$ cat src/common/desc_mux_pkg.sv
// widths, vector typedefs and descriptor and status structs for the descriptor mux
`default_nettype none

package desc_mux_pkg;

    // port index bits carried in the top of tag and select fields
    localparam int port_idx_w = 2;

    typedef logic [31:0] addr_t;
    typedef logic [15:0] len_t;

    typedef logic [7:0] client_tag_t;
    typedef logic [port_idx_w+7:0] dma_tag_t;

    typedef logic [3:0] client_sel_t;
    typedef logic [port_idx_w+3:0] dma_sel_t;

    typedef logic [port_idx_w-1:0] port_idx_t;
    typedef logic [3:0] sts_error_t;

    typedef struct packed {
        addr_t       src_addr;
        client_sel_t src_sel;
        addr_t       dst_addr;
        client_sel_t dst_sel;
        len_t        len;
        client_tag_t tag;
    } client_desc_t;

    // engine side, selects and tag widened by the port index
    typedef struct packed {
        addr_t    src_addr;
        dma_sel_t src_sel;
        addr_t    dst_addr;
        dma_sel_t dst_sel;
        len_t     len;
        dma_tag_t tag;
    } dma_desc_t;

    typedef struct packed {
        len_t       len;
        dma_tag_t   tag;
        sts_error_t error;
    } dma_sts_t;

    typedef struct packed {
        len_t        len;
        client_tag_t tag;
        sts_error_t  error;
    } client_sts_t;

endpackage

`default_nettype wire

$ cat src/arbiter/desc_arbiter.sv
// blocking arbiter, round-robin or fixed priority, released by acknowledge
`timescale 1ns/100ps
`default_nettype none

module desc_arbiter import desc_mux_pkg::*; #(
    parameter int ports             = 4,
    parameter bit arb_round_robin   = 1'b1,
    parameter bit arb_lsb_high_prio = 1'b1
) (
    input  wire              clk,
    input  wire              rst,

    input  wire  [ports-1:0] req,
    input  wire  [ports-1:0] ack,
    output logic [ports-1:0] grant,
    output logic             grant_valid,
    output port_idx_t        grant_idx
);

    typedef enum logic {
        st_idle,
        st_granted
    } state_t;

    state_t           state;
    logic [ports-1:0] cand_req;
    logic [ports-1:0] pick_grant;
    logic             pick_found;
    port_idx_t        pick_idx;
    logic             ack_hit;
    int               cand;

    assign ack_hit = |(ack & grant);
    assign grant_valid = (state == st_granted);

    // acknowledged port steps aside for this pick
    assign cand_req = req & ~ack;

    always_comb begin
        pick_found = 1'b0;
        pick_idx = '0;
        cand = 0;
        for (int i = 0; i < ports; i++) begin
            if (arb_round_robin) begin
                // rotate from the last winner, grant_idx holds it
                if (arb_lsb_high_prio) begin
                    cand = int'(grant_idx) + 1 + i;
                end else begin
                    cand = int'(grant_idx) + ports - 1 - i;
                end
                if (cand >= ports) begin
                    cand = cand - ports;
                end
            end else begin
                cand = arb_lsb_high_prio ? i : ports - 1 - i;
            end
            if (!pick_found && cand_req[cand]) begin
                pick_found = 1'b1;
                pick_idx = port_idx_t'(cand);
            end
        end
    end

    always_comb begin
        for (int n = 0; n < ports; n++) begin
            pick_grant[n] = pick_found && (pick_idx == n);
        end
    end

    always_ff @(posedge clk) begin
        if (rst) begin
            state <= st_idle;
            grant <= '0;
            grant_idx <= port_idx_t'(ports - 1);
        end else if (state == st_idle || ack_hit) begin
            if (pick_found) begin
                state <= st_granted;
                grant <= pick_grant;
                grant_idx <= pick_idx;
            end else begin
                state <= st_idle;
                grant <= '0;
            end
        end
    end

    assert property (@(posedge clk) disable iff (rst) $onehot0(grant))
        else $error("grant not one-hot");

endmodule

`default_nettype wire

$ cat src/hw/desc_hold_reg.sv
// single-entry holding register for one client request port
`timescale 1ns/100ps
`default_nettype none

module desc_hold_reg import desc_mux_pkg::*; (
    input  wire          clk,
    input  wire          rst,

    input  client_desc_t in_desc,
    input  wire          in_valid,
    output logic         in_ready,

    input  wire          take,
    output client_desc_t held_desc,
    output logic         held
);

    // free now, or freed by the take in this same cycle
    assign in_ready = !held || take;

    always_ff @(posedge clk) begin
        if (in_valid && in_ready) begin
            held_desc <= in_desc;
        end
    end

    always_ff @(posedge clk) begin
        if (rst) begin
            held <= 1'b0;
        end else if (in_valid && in_ready) begin
            held <= 1'b1;
        end else if (take) begin
            held <= 1'b0;
        end
    end

    // the mux may only take a descriptor that was loaded earlier
    assert property (@(posedge clk) disable iff (rst) take |-> held)
        else $error("take on empty holding register");

endmodule

`default_nettype wire

$ cat src/hw/desc_mux.sv
// descriptor mux top level: holding registers, arbiter, widening, skid buffer, status router
`timescale 1ns/100ps
`default_nettype none

module desc_mux import desc_mux_pkg::*; #(
    parameter int ports             = 4,
    parameter bit arb_round_robin   = 1'b1,
    parameter bit arb_lsb_high_prio = 1'b1
) (
    input  wire                          clk,
    input  wire                          rst,

    input  client_desc_t [ports-1:0]     client_req_desc,
    input  wire          [ports-1:0]     client_req_valid,
    output logic         [ports-1:0]     client_req_ready,

    output dma_desc_t                    dma_req_desc,
    output logic                         dma_req_valid,
    input  wire                          dma_req_ready,

    input  dma_sts_t                     dma_sts,
    input  wire                          dma_sts_valid,
    output client_sts_t                  client_sts,
    output logic         [ports-1:0]     client_sts_valid
);

    if (ports < 2 || ports > 4) begin : g_ports_check
        $fatal(1, "ports must be 2 to 4, got %0d", ports);
    end

    client_desc_t [ports-1:0] held_desc;
    logic [ports-1:0]         held;
    logic [ports-1:0]         take;
    logic [ports-1:0]         grant;
    logic                     grant_valid;
    port_idx_t                grant_idx;
    client_desc_t             sel_desc;
    dma_desc_t                wide_desc;
    logic                     wide_valid;
    logic                     wide_ready;

    for (genvar n = 0; n < ports; n++) begin : g_port
        desc_hold_reg hold_inst (
            .clk       (clk),
            .rst       (rst),
            .in_desc   (client_req_desc[n]),
            .in_valid  (client_req_valid[n]),
            .in_ready  (client_req_ready[n]),
            .take      (take[n]),
            .held_desc (held_desc[n]),
            .held      (held[n])
        );
    end

    desc_arbiter #(
        .ports             (ports),
        .arb_round_robin   (arb_round_robin),
        .arb_lsb_high_prio (arb_lsb_high_prio)
    ) arb_inst (
        .clk         (clk),
        .rst         (rst),
        .req         (held),
        .ack         (take),
        .grant       (grant),
        .grant_valid (grant_valid),
        .grant_idx   (grant_idx)
    );

    assign take = grant & held & {ports{wide_ready}};
    assign wide_valid = grant_valid && |(grant & held);

    // port index goes into the top bits of tag and both selects
    always_comb begin
        sel_desc = held_desc[grant_idx];
        wide_desc.src_addr = sel_desc.src_addr;
        wide_desc.src_sel = {grant_idx, sel_desc.src_sel};
        wide_desc.dst_addr = sel_desc.dst_addr;
        wide_desc.dst_sel = {grant_idx, sel_desc.dst_sel};
        wide_desc.len = sel_desc.len;
        wide_desc.tag = {grant_idx, sel_desc.tag};
    end

    desc_skid_buffer skid_inst (
        .clk       (clk),
        .rst       (rst),
        .in_desc   (wide_desc),
        .in_valid  (wide_valid),
        .in_ready  (wide_ready),
        .out_desc  (dma_req_desc),
        .out_valid (dma_req_valid),
        .out_ready (dma_req_ready)
    );

    desc_sts_demux #(
        .ports (ports)
    ) sts_inst (
        .clk       (clk),
        .rst       (rst),
        .in_sts    (dma_sts),
        .in_valid  (dma_sts_valid),
        .out_sts   (client_sts),
        .out_valid (client_sts_valid)
    );

endmodule

`default_nettype wire

$ cat src/hw/desc_skid_buffer.sv
// output register plus temp register, registered ready towards the arbitration side
`timescale 1ns/100ps
`default_nettype none

module desc_skid_buffer import desc_mux_pkg::*; (
    input  wire       clk,
    input  wire       rst,

    input  dma_desc_t in_desc,
    input  wire       in_valid,
    output logic      in_ready,

    output dma_desc_t out_desc,
    output logic      out_valid,
    input  wire       out_ready
);

    dma_desc_t temp_desc;
    logic      temp_valid;
    logic      out_valid_next;
    logic      temp_valid_next;
    logic      in_xfer;
    logic      in_ready_early;
    logic      store_in_to_out;
    logic      store_in_to_temp;
    logic      store_temp_to_out;

    assign in_xfer = in_valid && in_ready;

    // ready next cycle unless the temp slot could fill up
    assign in_ready_early = out_ready || (!temp_valid && (!out_valid || !in_xfer));

    always_comb begin
        out_valid_next = out_valid;
        temp_valid_next = temp_valid;
        store_in_to_out = 1'b0;
        store_in_to_temp = 1'b0;
        store_temp_to_out = 1'b0;

        if (in_ready) begin
            if (out_ready || !out_valid) begin
                // straight to output
                out_valid_next = in_valid;
                store_in_to_out = 1'b1;
            end else begin
                // output stalled, park in temp
                temp_valid_next = in_valid;
                store_in_to_temp = 1'b1;
            end
        end else if (out_ready) begin
            // drain temp
            out_valid_next = temp_valid;
            temp_valid_next = 1'b0;
            store_temp_to_out = 1'b1;
        end
    end

    always_ff @(posedge clk) begin
        if (rst) begin
            out_valid <= 1'b0;
            temp_valid <= 1'b0;
            in_ready <= 1'b0;
        end else begin
            out_valid <= out_valid_next;
            temp_valid <= temp_valid_next;
            in_ready <= in_ready_early;
        end
    end

    always_ff @(posedge clk) begin
        if (store_in_to_out) begin
            out_desc <= in_desc;
        end else if (store_temp_to_out) begin
            out_desc <= temp_desc;
        end
        if (store_in_to_temp) begin
            temp_desc <= in_desc;
        end
    end

    // engine sees a stalled descriptor unchanged
    assert property (@(posedge clk) disable iff (rst)
        out_valid && !out_ready |=> out_valid && $stable(out_desc))
        else $error("descriptor changed while stalled");

endmodule

`default_nettype wire

$ cat src/hw/desc_sts_demux.sv
// registered status router, port chosen by the upper tag bits
`timescale 1ns/100ps
`default_nettype none

module desc_sts_demux import desc_mux_pkg::*; #(
    parameter int ports = 4
) (
    input  wire              clk,
    input  wire              rst,

    input  dma_sts_t         in_sts,
    input  wire              in_valid,
    output client_sts_t      out_sts,
    output logic [ports-1:0] out_valid
);

    port_idx_t sts_idx;

    assign sts_idx = in_sts.tag[$bits(dma_tag_t)-1 -: port_idx_w];

    always_ff @(posedge clk) begin
        out_sts.len <= in_sts.len;
        // narrow back to the client tag
        out_sts.tag <= client_tag_t'(in_sts.tag);
        out_sts.error <= in_sts.error;
    end

    always_ff @(posedge clk) begin
        if (rst) begin
            out_valid <= '0;
        end else begin
            for (int n = 0; n < ports; n++) begin
                out_valid[n] <= in_valid && (sts_idx == n);
            end
        end
    end

    // engine must only return tags the mux handed out
    assert property (@(posedge clk) disable iff (rst) in_valid |-> int'(sts_idx) < ports)
        else $error("status tag names port %0d, only %0d ports", sts_idx, ports);

endmodule

`default_nettype wire
$ cat config.mk
export PLATFORM = sky130hd
export DESIGN_NAME = desc_mux
export DESIGN_NICKNAME = d
export VERILOG_FILES = /design/src/common/desc_mux_pkg.sv /design/src/arbiter/desc_arbiter.sv /design/src/hw/desc_hold_reg.sv /design/src/hw/desc_mux.sv /design/src/hw/desc_skid_buffer.sv /design/src/hw/desc_sts_demux.sv
export SDC_FILE = /design/constraint.sdc
export NUM_CORES = 1
export LEC_CHECK = 0
export BUFFER_PORTS_ARGS = -buffer_cell sky130_fd_sc_hd__buf_2
export CORE_MARGIN = 5
export CORE_UTILIZATION = 53
export CTS_CLUSTER_SIZE = 28
export DETAILED_ROUTE_END_ITERATION = 8
export PLACE_DENSITY = 0.91
export SYNTH_ARGS = -nofsm -noshare
export SYNTH_HDL_FRONTEND = slang
export SYNTH_SLANG_ARGS = --single-unit
$ cat constraint.sdc
create_clock -name clk -period 10.2 [get_ports clk]
set_clock_uncertainty 0.1 [all_clocks]
set_input_delay 0.51 -clock clk [delete_from_list [all_inputs] [get_ports clk]]
set_output_delay 0.51 -clock clk [all_outputs]
set_load 0.005 [all_outputs]
# --- Word level (Yosys, flattened, before mapping) ---
# Index checks and enable logic that the tools add are counted.
totals:
  register_bits: 634
  input_bits: 422
  output_inout_bits: 139
  elab_cells: 180
classes:
  addsub: 8
  order_cmp: 9
  eq_ne: 8
  muxes: 50
  bitwise_logic: 6
  n_reduce_logical: 49
op_table:
  columns: ["op", "count"]
  rows:
  - ["two-way mux 102 bit", 2]
  - ["binary-select mux 96 bit (select 2 bit)", 1]
  - ["greater-or-equal comparator 32 x 4 -> 1 bit, second input constant", 4]
  - ["less-than comparator 32 x 4 -> 1 bit, second input constant", 4]
  - ["two-way mux 32 bit", 4]
  - ["subtractor 32 x 4 -> 32 bit, second input constant", 4]
  - ["two-way mux 96 bit", 1]
  - ["adder 32 x 3 -> 32 bit, second input constant", 2]
  - ["two-way mux 1 bit", 33]
  - ["adder 32 x 2 -> 32 bit, second input constant", 1]
  - ["logical AND 1 bit", 18]
  - ["bitwise AND 4 bit", 4]
  - ["nonzero test 2 bit", 6]
  - ["logical NOT 1 bit", 10]
  - ["binary-select mux 1 bit (select 2 bit)", 4]
  - ["equality test 2 bit, second input constant", 4]
  - ["logical OR 1 bit", 8]
  - ["two-way mux 2 bit", 4]
  - ["OR reduction 4 bit", 2]
  - ["AND reduction 2 bit", 3]
  - ["equality test 2 x 1 -> 1 bit, second input constant", 2]
  - ["logical NOT 2 bit", 2]
  - ["two-way mux 4 bit", 1]
  - ["!= test 2 bit, second input constant", 2]
  - ["4 further kinds", 4]

# --- Longest topological paths before layout ---
# Gate-level depths: netlist of the first run.
logic_depth:
  ltp_word: 20
  ltp_mapped: 7

# --- Cells and area by module ---
# Synthesis of the first run repeated with hierarchy kept, for this count alone.
hier_totals:
  hier_cells: 949
  hier_area_um2: 23168.5
modules_own_cells:
  columns: ["module", "n_inst", "cells_each", "area_each_um2"]
  rows:
  - ["desc_hold_reg", 4, 101, 2937.8]
  - ["desc_skid_buffer", 1, 337, 7935.1]
  - ["desc_mux", 1, 125, 2359.8]
  - ["desc_sts_demux", 1, 36, 690.7]
  - ["desc_arbiter", 1, 47, 431.7]

# --- Worst setup path before layout of the first run ---
# Ideal clock, no wire load.
synth_timing:
  kind: "input to register"
  start: "input dma_req_ready"
  end: "register skid_inst.temp_desc[0] in the netlist's numbering, enable pin"
  setup_time_ps: 675
  t_arrival_ps: 7292
  setup_slack_ps: 2134
  stages: 2
  path_cell_list: "clkbuf_1 nor3_1"
synth_via:
  elab_chain_cells: 3
synth_rtl:
  columns: ["item", "line", "text"]
  rows:
  - ["from (decl)", "desc_mux.sv:19", "input wire dma_req_ready,"]
  - ["logical OR 1 bit", "desc_skid_buffer.sv:41", "if (out_ready || !out_valid) begin"]
  - ["two-way mux 1 bit", "desc_skid_buffer.sv:41", null]
  - ["two-way mux 1 bit", "desc_skid_buffer.sv:40", "if (in_ready) begin"]
  - ["via skid_inst.store_in_to_temp", "desc_skid_buffer.sv:25", "logic store_in_to_temp;"]
  - ["to (signal assigned)", "desc_skid_buffer.sv:77", "temp_desc <= in_desc;"]
  - ["to (decl)", "desc_skid_buffer.sv:18", "dma_desc_t temp_desc;"]
# The timed path passes the listed nets, and every way through them passes these cells.
# A chain may end at the register's enable or synchronous reset.

# --- Worst setup path in the final report of the first run ---
layout_timing:
  start: "register skid_inst.in_ready"
  end: "register g_port[3].hold_inst.held_desc[82] (netlist name)"
layout_via:
  elab_chain_cells: 3
layout_rtl:
  columns: ["item", "line", "text"]
  rows:
  - ["from (decl)", "desc_skid_buffer.sv:11", "output logic in_ready,"]
  - ["from (signal assigned)", "desc_skid_buffer.sv:66", "in_ready <= in_ready_early;"]
  - ["bitwise AND 4 bit", "desc_mux.sv:69", "assign take = grant & held & {ports{wide_ready}};"]
  - ["logical OR 1 bit", "desc_hold_reg.sv:19", "assign in_ready = !held || take;"]
  - ["logical AND 1 bit", "desc_hold_reg.sv:22", "if (in_valid && in_ready) begin"]
# Every way passes these cells.

==> results of run 1 <==
==> worst max path at each step <==
stage	from	to	slack, ps
after global routing	skid_inst.in_ready$_SDFF_PP0_	g_port[3].hold_inst.held_desc[86]$_DFFE_PP_	6990
after detailed placement	skid_inst.in_ready$_SDFF_PP0_	g_port[3].hold_inst.held_desc[41]$_DFFE_PP_	7110
final	skid_inst.in_ready$_SDFF_PP0_	g_port[3].hold_inst.held_desc[82]$_DFFE_PP_	7090
after floorplan	dma_req_ready	skid_inst.temp_desc[0]$_DFFE_PP_	2130
after global placement	skid_inst.in_ready$_SDFF_PP0_	g_port[3].hold_inst.held_desc[41]$_DFFE_PP_	7240
after CTS	skid_inst.in_ready$_SDFF_PP0_	g_port[3].hold_inst.held_desc[94]$_DFFE_PP_	7110
==> stage by stage <==
stage               cell area [sq um]  hold slack, ps
floorplan                       22400             303
global placement                25700             383
detailed placement              25700             410
CTS                             31600           0.669
global route                    31700            4.53
finish                          31700            25.1
==> layout by cell type (no fill, tap or decap), types with 2 or more instances in the layout <==
| cell | synthesis | routed |
|---|---|---|
| diode_2 | 0 | 6 |
| and2_4 | 0 | 3 |
| a22oi_1 | 3 | 3 |
| a21boi_2 | 2 | 2 |
| inv_1 | 5 | 5 |
| o21ai_0 | 2 | 2 |
| clkbuf_1 | 4 | 14 |
| bufinv_16 | 0 | 3 |
| clkinv_1 | 0 | 9 |
| inv_2 | 2 | 2 |
| clkinvlp_4 | 0 | 4 |
| a21oi_1 | 6 | 6 |
| clkinv_2 | 0 | 17 |
| nor4bb_1 | 2 | 2 |
| buf_4 | 8 | 13 |
| o221ai_2 | 2 | 2 |
| edfxtp_1 | 580 | 580 |
| dfxtp_1 | 46 | 44 |
| mux2_2 | 97 | 97 |
| or3_1 | 2 | 2 |
| dfxtp_4 | 0 | 2 |
| clkbuf_16 | 0 | 60 |
| nor2_1 | 13 | 13 |
| dlygate4sd3_1 | 0 | 406 |
| nand2_1 | 6 | 6 |
| mux4_2 | 96 | 96 |
| and2_1 | 5 | 2 |
| buf_2 | 19 | 560 |
==> power groups by stage <==
stage / clock, mW / combinational, mW / sequential (mW)
2_1_floorplan: 0 / 0.305 / 3.12
5_1_grt: 2.30 / 0.738 / 3.11
3_5_place_dp: 0 / 0.539 / 3.14
4_1_cts: 2.12 / 0.670 / 3.09
6_report: 2.18 / 0.704 / 3.10
3_3_place_gp: 0 / 0.516 / 3.12
==> routing by layer <==
metal / up-vias / wire length [microns] / track usage [%]
met2: 1183 / 39000 / 56.0
li1: 5876 / - / -
met1: 7219 / 24000 / 36.3
met3: 249 / 7170 / 8.28
met5: - / 29 / 0
met4: 4 / 4510 / 15.9
==> synthesized netlist by cell type, drive strengths merged, types with 2 or more instances <==
library cell  count
mux4             96
o21ai             3
inv               7
a21oi             7
nor2b             2
nand2             6
and2              5
dfxtp            46
nor4bb            2
edfxtp          580
a22oi             4
a21boi            3
o21ba             2
or3               2
o221ai            3
nor2             13
mux2             97
clkbuf            4
buf              42
==> layout make-up <==
type | instances | area (sq um) | share of cell area [%]
diodes | 6 | 15.0 | 0.0474
clock buffers | 75 | 1570 | 4.95
clock inverters | 37 | 284 | 0.897
inverters | 7 | 26.3 | 0.0830
multi-input cells | 260 | 3780 | 11.9
flip-flops and latches | 626 | 18300 | 58.0
well taps | 539 | 674 | 2.13
repair buffers | 979 | 6960 | 22.0
==> logic make-up (layout without fill, tap and decap cells) <==
| group | Yosys count | in the layout |
|---|---|---|
| other | 0 | 6 |
| DFF | 626 | 626 |
| muxes | 193 | 193 |
| buffers and inverters | 53 | 1098 |
| AOI/OAI and AO/OA | 29 | 29 |
| and+or+nand+nor | 38 | 38 |
==> state kept, by name (all words and copies together), names as in the netlist <==
register	flops
sts_inst.out_sts	28
skid_inst.out_desc	98
g_port.hold_inst.held_desc	384
sts_inst.out_valid	4
skid_inst.temp_desc	98
skid_inst.in_ready	1
arb_inst.grant_idx	2
skid_inst.temp_valid	1
g_port.hold_inst.held	4
arb_inst.grant_valid	1
arb_inst.grant	4
skid_inst.out_valid	1
==> critical path, cell delays in order (launching register included) <==
cell	delay [ps]
dfxtp_1	640
a21bo_1	410
and2_4	700
buf_4	780
==> results.ini, run 1 <==
[grt]
grt_pass1_vias=16200
overflow=0
grtUsageTotal_pct=31.9
grt_start_max_net_pins=60
antenna_found_initial=8
grt_pass1_wl_microns=109000

[worst_setup_path]
required_ps=10320
rr_endpoint=g_port[3].hold_inst.held_desc[82]$_DFFE_PP_
cp_max_fo=49
r2r_start=skid_inst.in_ready$_SDFF_PP0_
critPathKind=reg -> reg
r2r_slack_ps=7090
arrival_ps=3230
ff2ff_path_depth=3
end_kind=flip-flop
cp-start-kind=flip-flop

[synth]
ys_types=44
synth_compound_area_share_pct=1.26
synthMuxAreaShare_pct=14.5
synth.net_count=1361
synth_top_family_by_area=multiplexers
yosys.area_share.simple_pct=0.910
synthTopCellsByArea=edfxtp_1, mux4_2, mux2_2, dfxtp_1, buf_6
yosys_most_used_dff=edfxtp_1
yosysSeqAreaShare_pct=81.8
syn_area_per_cell_sq_um=23.9
async_flop_share_pct=0
yosysWarnings=0
synthAdderAreaFrac_pct=0
synth_edf_count=580
postSynthCellCount=939
synth_xor_xnor_area_share_pct=0
synth-seq-cells=626
synthesis.area_sq_mm=0.0224
synth_top_area_share_pct=77.7
synth.largest_area_cell=edfxtp_1

[clock_tree]
cts_tree=yes
clk_pin_slew_ps=70
root_buffer=clkbuf_16
numCtsBuffers=59
htreeDepth=2
clock_latency_ps=610
cts_buffer_depth=3
ctsHoldBuffers=403
ctsResizeCount=0
cts_sinks=626
postCtsSetupBuffers=0

[placement]
gp_routability_congestion=0.851
dpl.hpwl_microns=37700
io_buffers=560
dpl_worst_slack_ps=7110
placedCellCount=2005

[die]
rows=75
chipWidth_microns=216
core_area_sq_mm=0.0419
pin_count=561
dieArea_sq_mm=0.0465
die_height_microns=216
initial_utilization_pct=53.5

[power_and_ir_drop]
swShare_pct=23.9
internal_power_mw=4.56
powerDensity_mw_per_mm2=189
cellLeakagePower_nw=12.1
pwr-share-comb_pct=11.8
pwr-share-seq_pct=51.8
switchingPower_mw=1.43
clkPwrFrac_pct=36.4
total_power_mw=5.98
irDropWorstVdd_uv=162

[sta]
finalSetupTns_ps=0
rsz0062_at_grt=false
slew_viol_final=0
min_period_ps=3110
period_share_pct=30.5
fin_ws_ps=7090
finalSetupViolCount=0
relSlewSlack_pct=31.5
clock.fmax_mhz=322
tightest_slew_ps=1030
finalHoldViolations=0

[drt]
drtAntennaViolNets=0
vias_per_cell=5.75
post-route-drc-count=0
routed_wirelength_microns=74600
first_pass_iters=5
drt_iter0_markers=1706
detail_route.wl_per_cell_microns=29.5
num_vias=14500

[hold_path]
hp-start=dma_sts[12]
hold_class=in -> reg
whs_path_depth=2
whs_endpoint=sts_inst.out_valid[2]$_SDFF_PP0_

[cells_and_area]
instances_no_fill=2529
fin_util_pct=75.6
drive_above_1_share_pct=44.2
areaGrowthSynthToFinish_pct=41.3
n_fill_cell=2039
nets=2355

[outcome]
status=finished, final reports clean

[job]
maxCapViolations=0

Power figures use the tool's default switching activity.
==> run 2, diff against run 1 <==
--- a/config.mk
+++ b/config.mk
@@ -6,11 +6,12 @@
 export NUM_CORES = 1
 export LEC_CHECK = 0
 export BUFFER_PORTS_ARGS = -buffer_cell sky130_fd_sc_hd__buf_2
+export CORE_ASPECT_RATIO = 2
 export CORE_MARGIN = 5
-export CORE_UTILIZATION = 53
+export CORE_UTILIZATION = 48
 export CTS_CLUSTER_SIZE = 28
 export DETAILED_ROUTE_END_ITERATION = 8
-export PLACE_DENSITY = 0.91
+export PLACE_DENSITY = 0.87
 export SYNTH_ARGS = -nofsm -noshare
 export SYNTH_HDL_FRONTEND = slang
 export SYNTH_SLANG_ARGS = --single-unit
==> constraint.sdc (replaced) <==
create_clock -name clk -period 2.66 [get_ports clk]
set_clock_uncertainty 0.1 [all_clocks]
set_input_delay 0.133 -clock clk [delete_from_list [all_inputs] [get_ports clk]]
set_output_delay 0.133 -clock clk [all_outputs]
set_load 0.005 [all_outputs]
==> results.ini, run 2 (synthesized netlist as in run 1, its figures left out) <==
[outcome]
status=finished, final reports clean

[clock_tree]
cts_sinks=626
root_buffer=clkbuf_16
htreeDepth=2
clock_latency_ps=590
numCtsBuffers=53
postCtsSetupBuffers=0
cts_buffer_depth=3
cts_tree=yes
clk_pin_slew_ps=70

[cells_and_area]
nets=2384
final_common_cell=edfxtp_1
fin_util_pct=69.4
instances_no_fill=2634
regMostFlops=g_port.hold_inst.held_desc
drive_above_1_share_pct=43.8
largest_reg_flops=384
areaGrowthSynthToFinish_pct=43.7
final_area_sq_mm=0.0322
layout_common_cells=edfxtp_1, buf_2, dlygate4sd3_1, mux2_2, mux4_2
reg_top3=g_port.hold_inst.held_desc: 384 flops, skid_inst.out_desc: 98 flops, skid_inst.temp_desc: 98 flops

[worst_setup_path]
critPathKind=reg -> reg
end_kind=flip-flop
critical_path.cell_chain=a21bo_1, and2_4, buf_12
cp_max_fo=45
worst_path_dominant_cell_family=flip-flops
arrival_ps=2260
required_ps=2800
critPathMaxStageDelay_ps=630
critPathBufInv=1
cp_slowest_cell=dfxtp_1
cp-start-kind=flip-flop

[drt]
drt_iter0_markers=1817
post-route-drc-count=0
detail_route.wl_per_cell_microns=28.0
drtAntennaViolNets=0
num_vias=14500
first_pass_iters=6
vias_per_cell=5.51
routed_wirelength_microns=73600

[sta]
finalHoldViolations=0
period_share_pct=79.7
rsz0062_at_grt=false
slew_viol_final=0
finalSetupViolCount=0
tightest_slew_ps=869
min_period_ps=2120
relSlewSlack_pct=41.3
clock.fmax_mhz=471

[placement]
io_buffers=560
placedCellCount=2107
dpl.hpwl_microns=40600
gp_routability_congestion=0.810
placed_area_sq_mm=0.0262

[die]
rows=112
core_area_sq_mm=0.0464
die_height_microns=316
dieArea_sq_mm=0.0514
chipWidth_microns=163
pin_count=561
initial_utilization_pct=48.3

[grt]
antenna_found_initial=6
grtUsageTotal_pct=28.2
grt_start_max_net_pins=74
grt_pass1_wl_microns=105000
grt_pass1_vias=15700
overflow=0

[power_and_ir_drop]
powerDensity_mw_per_mm2=698
total_power_mw=22.5
cellLeakagePower_nw=12.3
irDropWorstVdd_uv=654

[hold_path]
hold_class=in -> reg

[job]
maxCapViolations=0

[run 2: cell types whose count changed in the layout (fill, tap and decap cells not counted), sizes merged]
cell	previous run	this run
bufinv	3	4
clkinvlp	4	3
clkinv	28	16
buf	573	587
dlygate4sd3	406	427
clkbuf	75	69
inv	9	10
diode	6	5
[run 2: path summary, 6_finish.rpt]
kind              slack (ps)                            from                                          end  depth (start not counted)
setup / recovery         540   skid_inst.in_ready$_SDFF_PP0_  g_port[3].hold_inst.held_desc[70]$_DFFE_PP_                          3
hold reg to reg          400  arb_inst.grant[0]$_SDFFE_PP0N_               arb_inst.grant[0]$_SDFFE_PP0N_                          2
setup reg to reg         540   skid_inst.in_ready$_SDFF_PP0_  g_port[3].hold_inst.held_desc[70]$_DFFE_PP_                          3
hold / removal            80                     dma_sts[24]                 sts_inst.out_sts[22]$_DFF_P_                          2
[run 2: repair_timing]
action	in CTS	in global routing
hold endpoints to repair	451	0
gates resized for setup	0	0
hold buffers	427	0
[run 2: area by class of cell]
type	instances	area, sq um
diodes	5	12.5
clock buffers	69	1410
clock inverters	26	273
fillers	2598	14200
inverters	7	26.3
multi-input cells	260	3790
flip-flops and latches	626	18300
well taps	627	785
repair buffers	1014	7550
[run 2: where the power goes]
part | internal, mW | switching [mW] | total, mW
Sequential | 11.6 | 0.266 | 11.8
Combinational | 1.51 | 1.35 | 2.86
Clock | 4.16 | 3.63 | 7.79
Total | 17.2 | 5.25 | 22.5
[run 2: stage by stage]
stage          hold slack [ps]  setup slack [ps]  TNS [ps]
6_report                  75.7               539         0
3_5_place_dp               137               602         0
2_1_floorplan             60.7              -724    -70940
5_1_grt                   65.5               471         0
3_3_place_gp               135               660         0
4_1_cts                   39.2               519         0
[run 2: per-layer routing]
layer / track usage (%) / share of wire [%]
met1: 36.5 / 35
met2: 45.6 / 48
met3: 8.76 / 13
met4: 9.98 / 3.9
met5: 0 / 0.037
==> run 3, diff against run 2 <==
==> constraint.sdc (replaced) <==
create_clock -name clk -period 1.8 [get_ports clk]
set_clock_uncertainty 0.1 [all_clocks]
set_input_delay 0.09 -clock clk [delete_from_list [all_inputs] [get_ports clk]]
set_output_delay 0.09 -clock clk [all_outputs]
set_load 0.005 [all_outputs]
==> results.ini, run 3 (synthesized netlist as in run 1, its figures left out) <==
[sta]
finalSetupViolCount=102
rsz0062_at_grt=true
min_period_ps=2000
tightest_slew_ps=420
slew_viol_final=0
period_share_pct=111
clock.fmax_mhz=499
fin_ws_ps=-204
relSlewSlack_pct=71.6
finalHoldViolations=0

[die]
dieArea_sq_mm=0.0514
initial_utilization_pct=48.3
pin_count=561
chipWidth_microns=163
rows=112
die_height_microns=316
core_area_sq_mm=0.0464

[clock_tree]
numCtsBuffers=53
htreeDepth=2
cts_sinks=626
cts_buffer_depth=3
root_buffer=clkbuf_16
clk_pin_slew_ps=70
cts_tree=yes
clock_latency_ps=600

[grt]
grtUsageTotal_pct=30.5
grtUsageMet2_pct=47.7
grtUsageMet3_pct=9.96
grt_start_max_net_pins=53
use_met1_pct=38.7
grt_pass1_wl_microns=112000
overflow=0
busiest_layer=met2
antenna_found_initial=10
grt_pass1_vias=16000

[worst_setup_path]
required_ps=2020
critPathKind=reg -> reg
cp_max_fo=7
cp-start-kind=flip-flop
end_kind=flip-flop
arrival_ps=2230

[cells_and_area]
multi_input_area_sq_mm=0.00395
largest_reg_flops=384
fin_util_pct=72.2
layout_common_cells=edfxtp_1, buf_2, dlygate4sd3_1, mux4_2, mux2_2
n_fill_cell=2423
regMostFlops=g_port.hold_inst.held_desc
reg_top3=g_port.hold_inst.held_desc: 384 flops, skid_inst.out_desc: 98 flops, skid_inst.temp_desc: 98 flops
nets=2457
drive_above_1_share_pct=46.0
register_area_sq_mm=0.0183
final_area_sq_mm=0.0335
areaGrowthSynthToFinish_pct=49.4
instances_no_fill=2716
final_common_cell=edfxtp_1

[placement]
dpl_worst_slack_ps=-206
gp_routability_congestion=0.928
placed_area_sq_mm=0.0265
placedCellCount=2128
io_buffers=560
dpl.hpwl_microns=44300

[power_and_ir_drop]
powerDensity_mw_per_mm2=1040
irDropWorstVdd_uv=1160
cellLeakagePower_nw=13.0
total_power_mw=34.8

[job]
maxCapViolations=0

[outcome]
status=finished with violations
violations=setup timing

[hold_path]
hold_class=in -> reg

[drt]
first_pass_iters=5
num_vias=15100
routed_wirelength_microns=80300
vias_per_cell=5.57
drt_iter0_markers=1878
post-route-drc-count=0
detail_route.wl_per_cell_microns=29.6
drtAntennaViolNets=0

[run 3: final timing paths]
kind                            slack [ps]  cells past startpoint                               end                                from
worst min-delay path                    30                      2      sts_inst.out_sts[12]$_DFF_P_                         dma_sts[14]
worst max register to register        -200                      5  skid_inst.out_desc[77]$_DFFE_PP_  arb_inst.grant_idx[0]$_SDFFE_PP1P_
worst max-delay path                  -200                      5  skid_inst.out_desc[77]$_DFFE_PP_  arb_inst.grant_idx[0]$_SDFFE_PP1P_
worst min register to register         400                      2    arb_inst.grant[3]$_SDFFE_PP0N_      arb_inst.grant[3]$_SDFFE_PP0N_
[run 3: power breakdown]
part	internal [mW]	switching, mW
Combinational	2.78	2.26
Sequential	17.1	0.411
Clock	6.74	5.52
Total	26.6	8.20
[run 3: critical path: stages, from the launching register on]
cell and delay (ps):
dfxtp_4 380, buf_12 130, buf_12 130, buf_16 140
mux4_2 560, mux2_4 310
[run 3: per-layer routing]
| metal | up-vias | wire length, microns |
|---|---|---|
| met5 | - | 22 |
| met4 | 4 | 4230 |
| met3 | 203 | 10300 |
| met2 | 1469 | 38000 |
| met1 | 7377 | 27700 |
| li1 | 6078 | - |
[run 3: metrics by stage]
stage,hold WS (ps),setup TNS [ps]
2_1_floorplan,17.7,-286480
3_3_place_gp,93.9,-8410
3_5_place_dp,94.2,-12240
4_1_cts,6.61,-11090
5_1_grt,23.3,-14680
6_report,29.5,-10990
[run 3: timing repair]
item / 4_1_cts / 5_1_grt
hold buffers: 429 / 0
endpoints found under the setup margin: 164 / 166
pin swaps: 0 / 0
resized for setup: 45 / 35
gates cloned: 8 / 0
endpoints found under the hold margin: 444 / 0
setup buffers: 19 / 28
[run 3: area by class of cell]
cell class	instances	area share, %
sequential	626	54.8
timing repair buffer	1087	25.5
multi-input combinational	260	11.8
clock buffer	69	4.33
tap	627	2.34
clock inverter	31	1.07
inverter	7	0.0935
antenna	9	0.0673
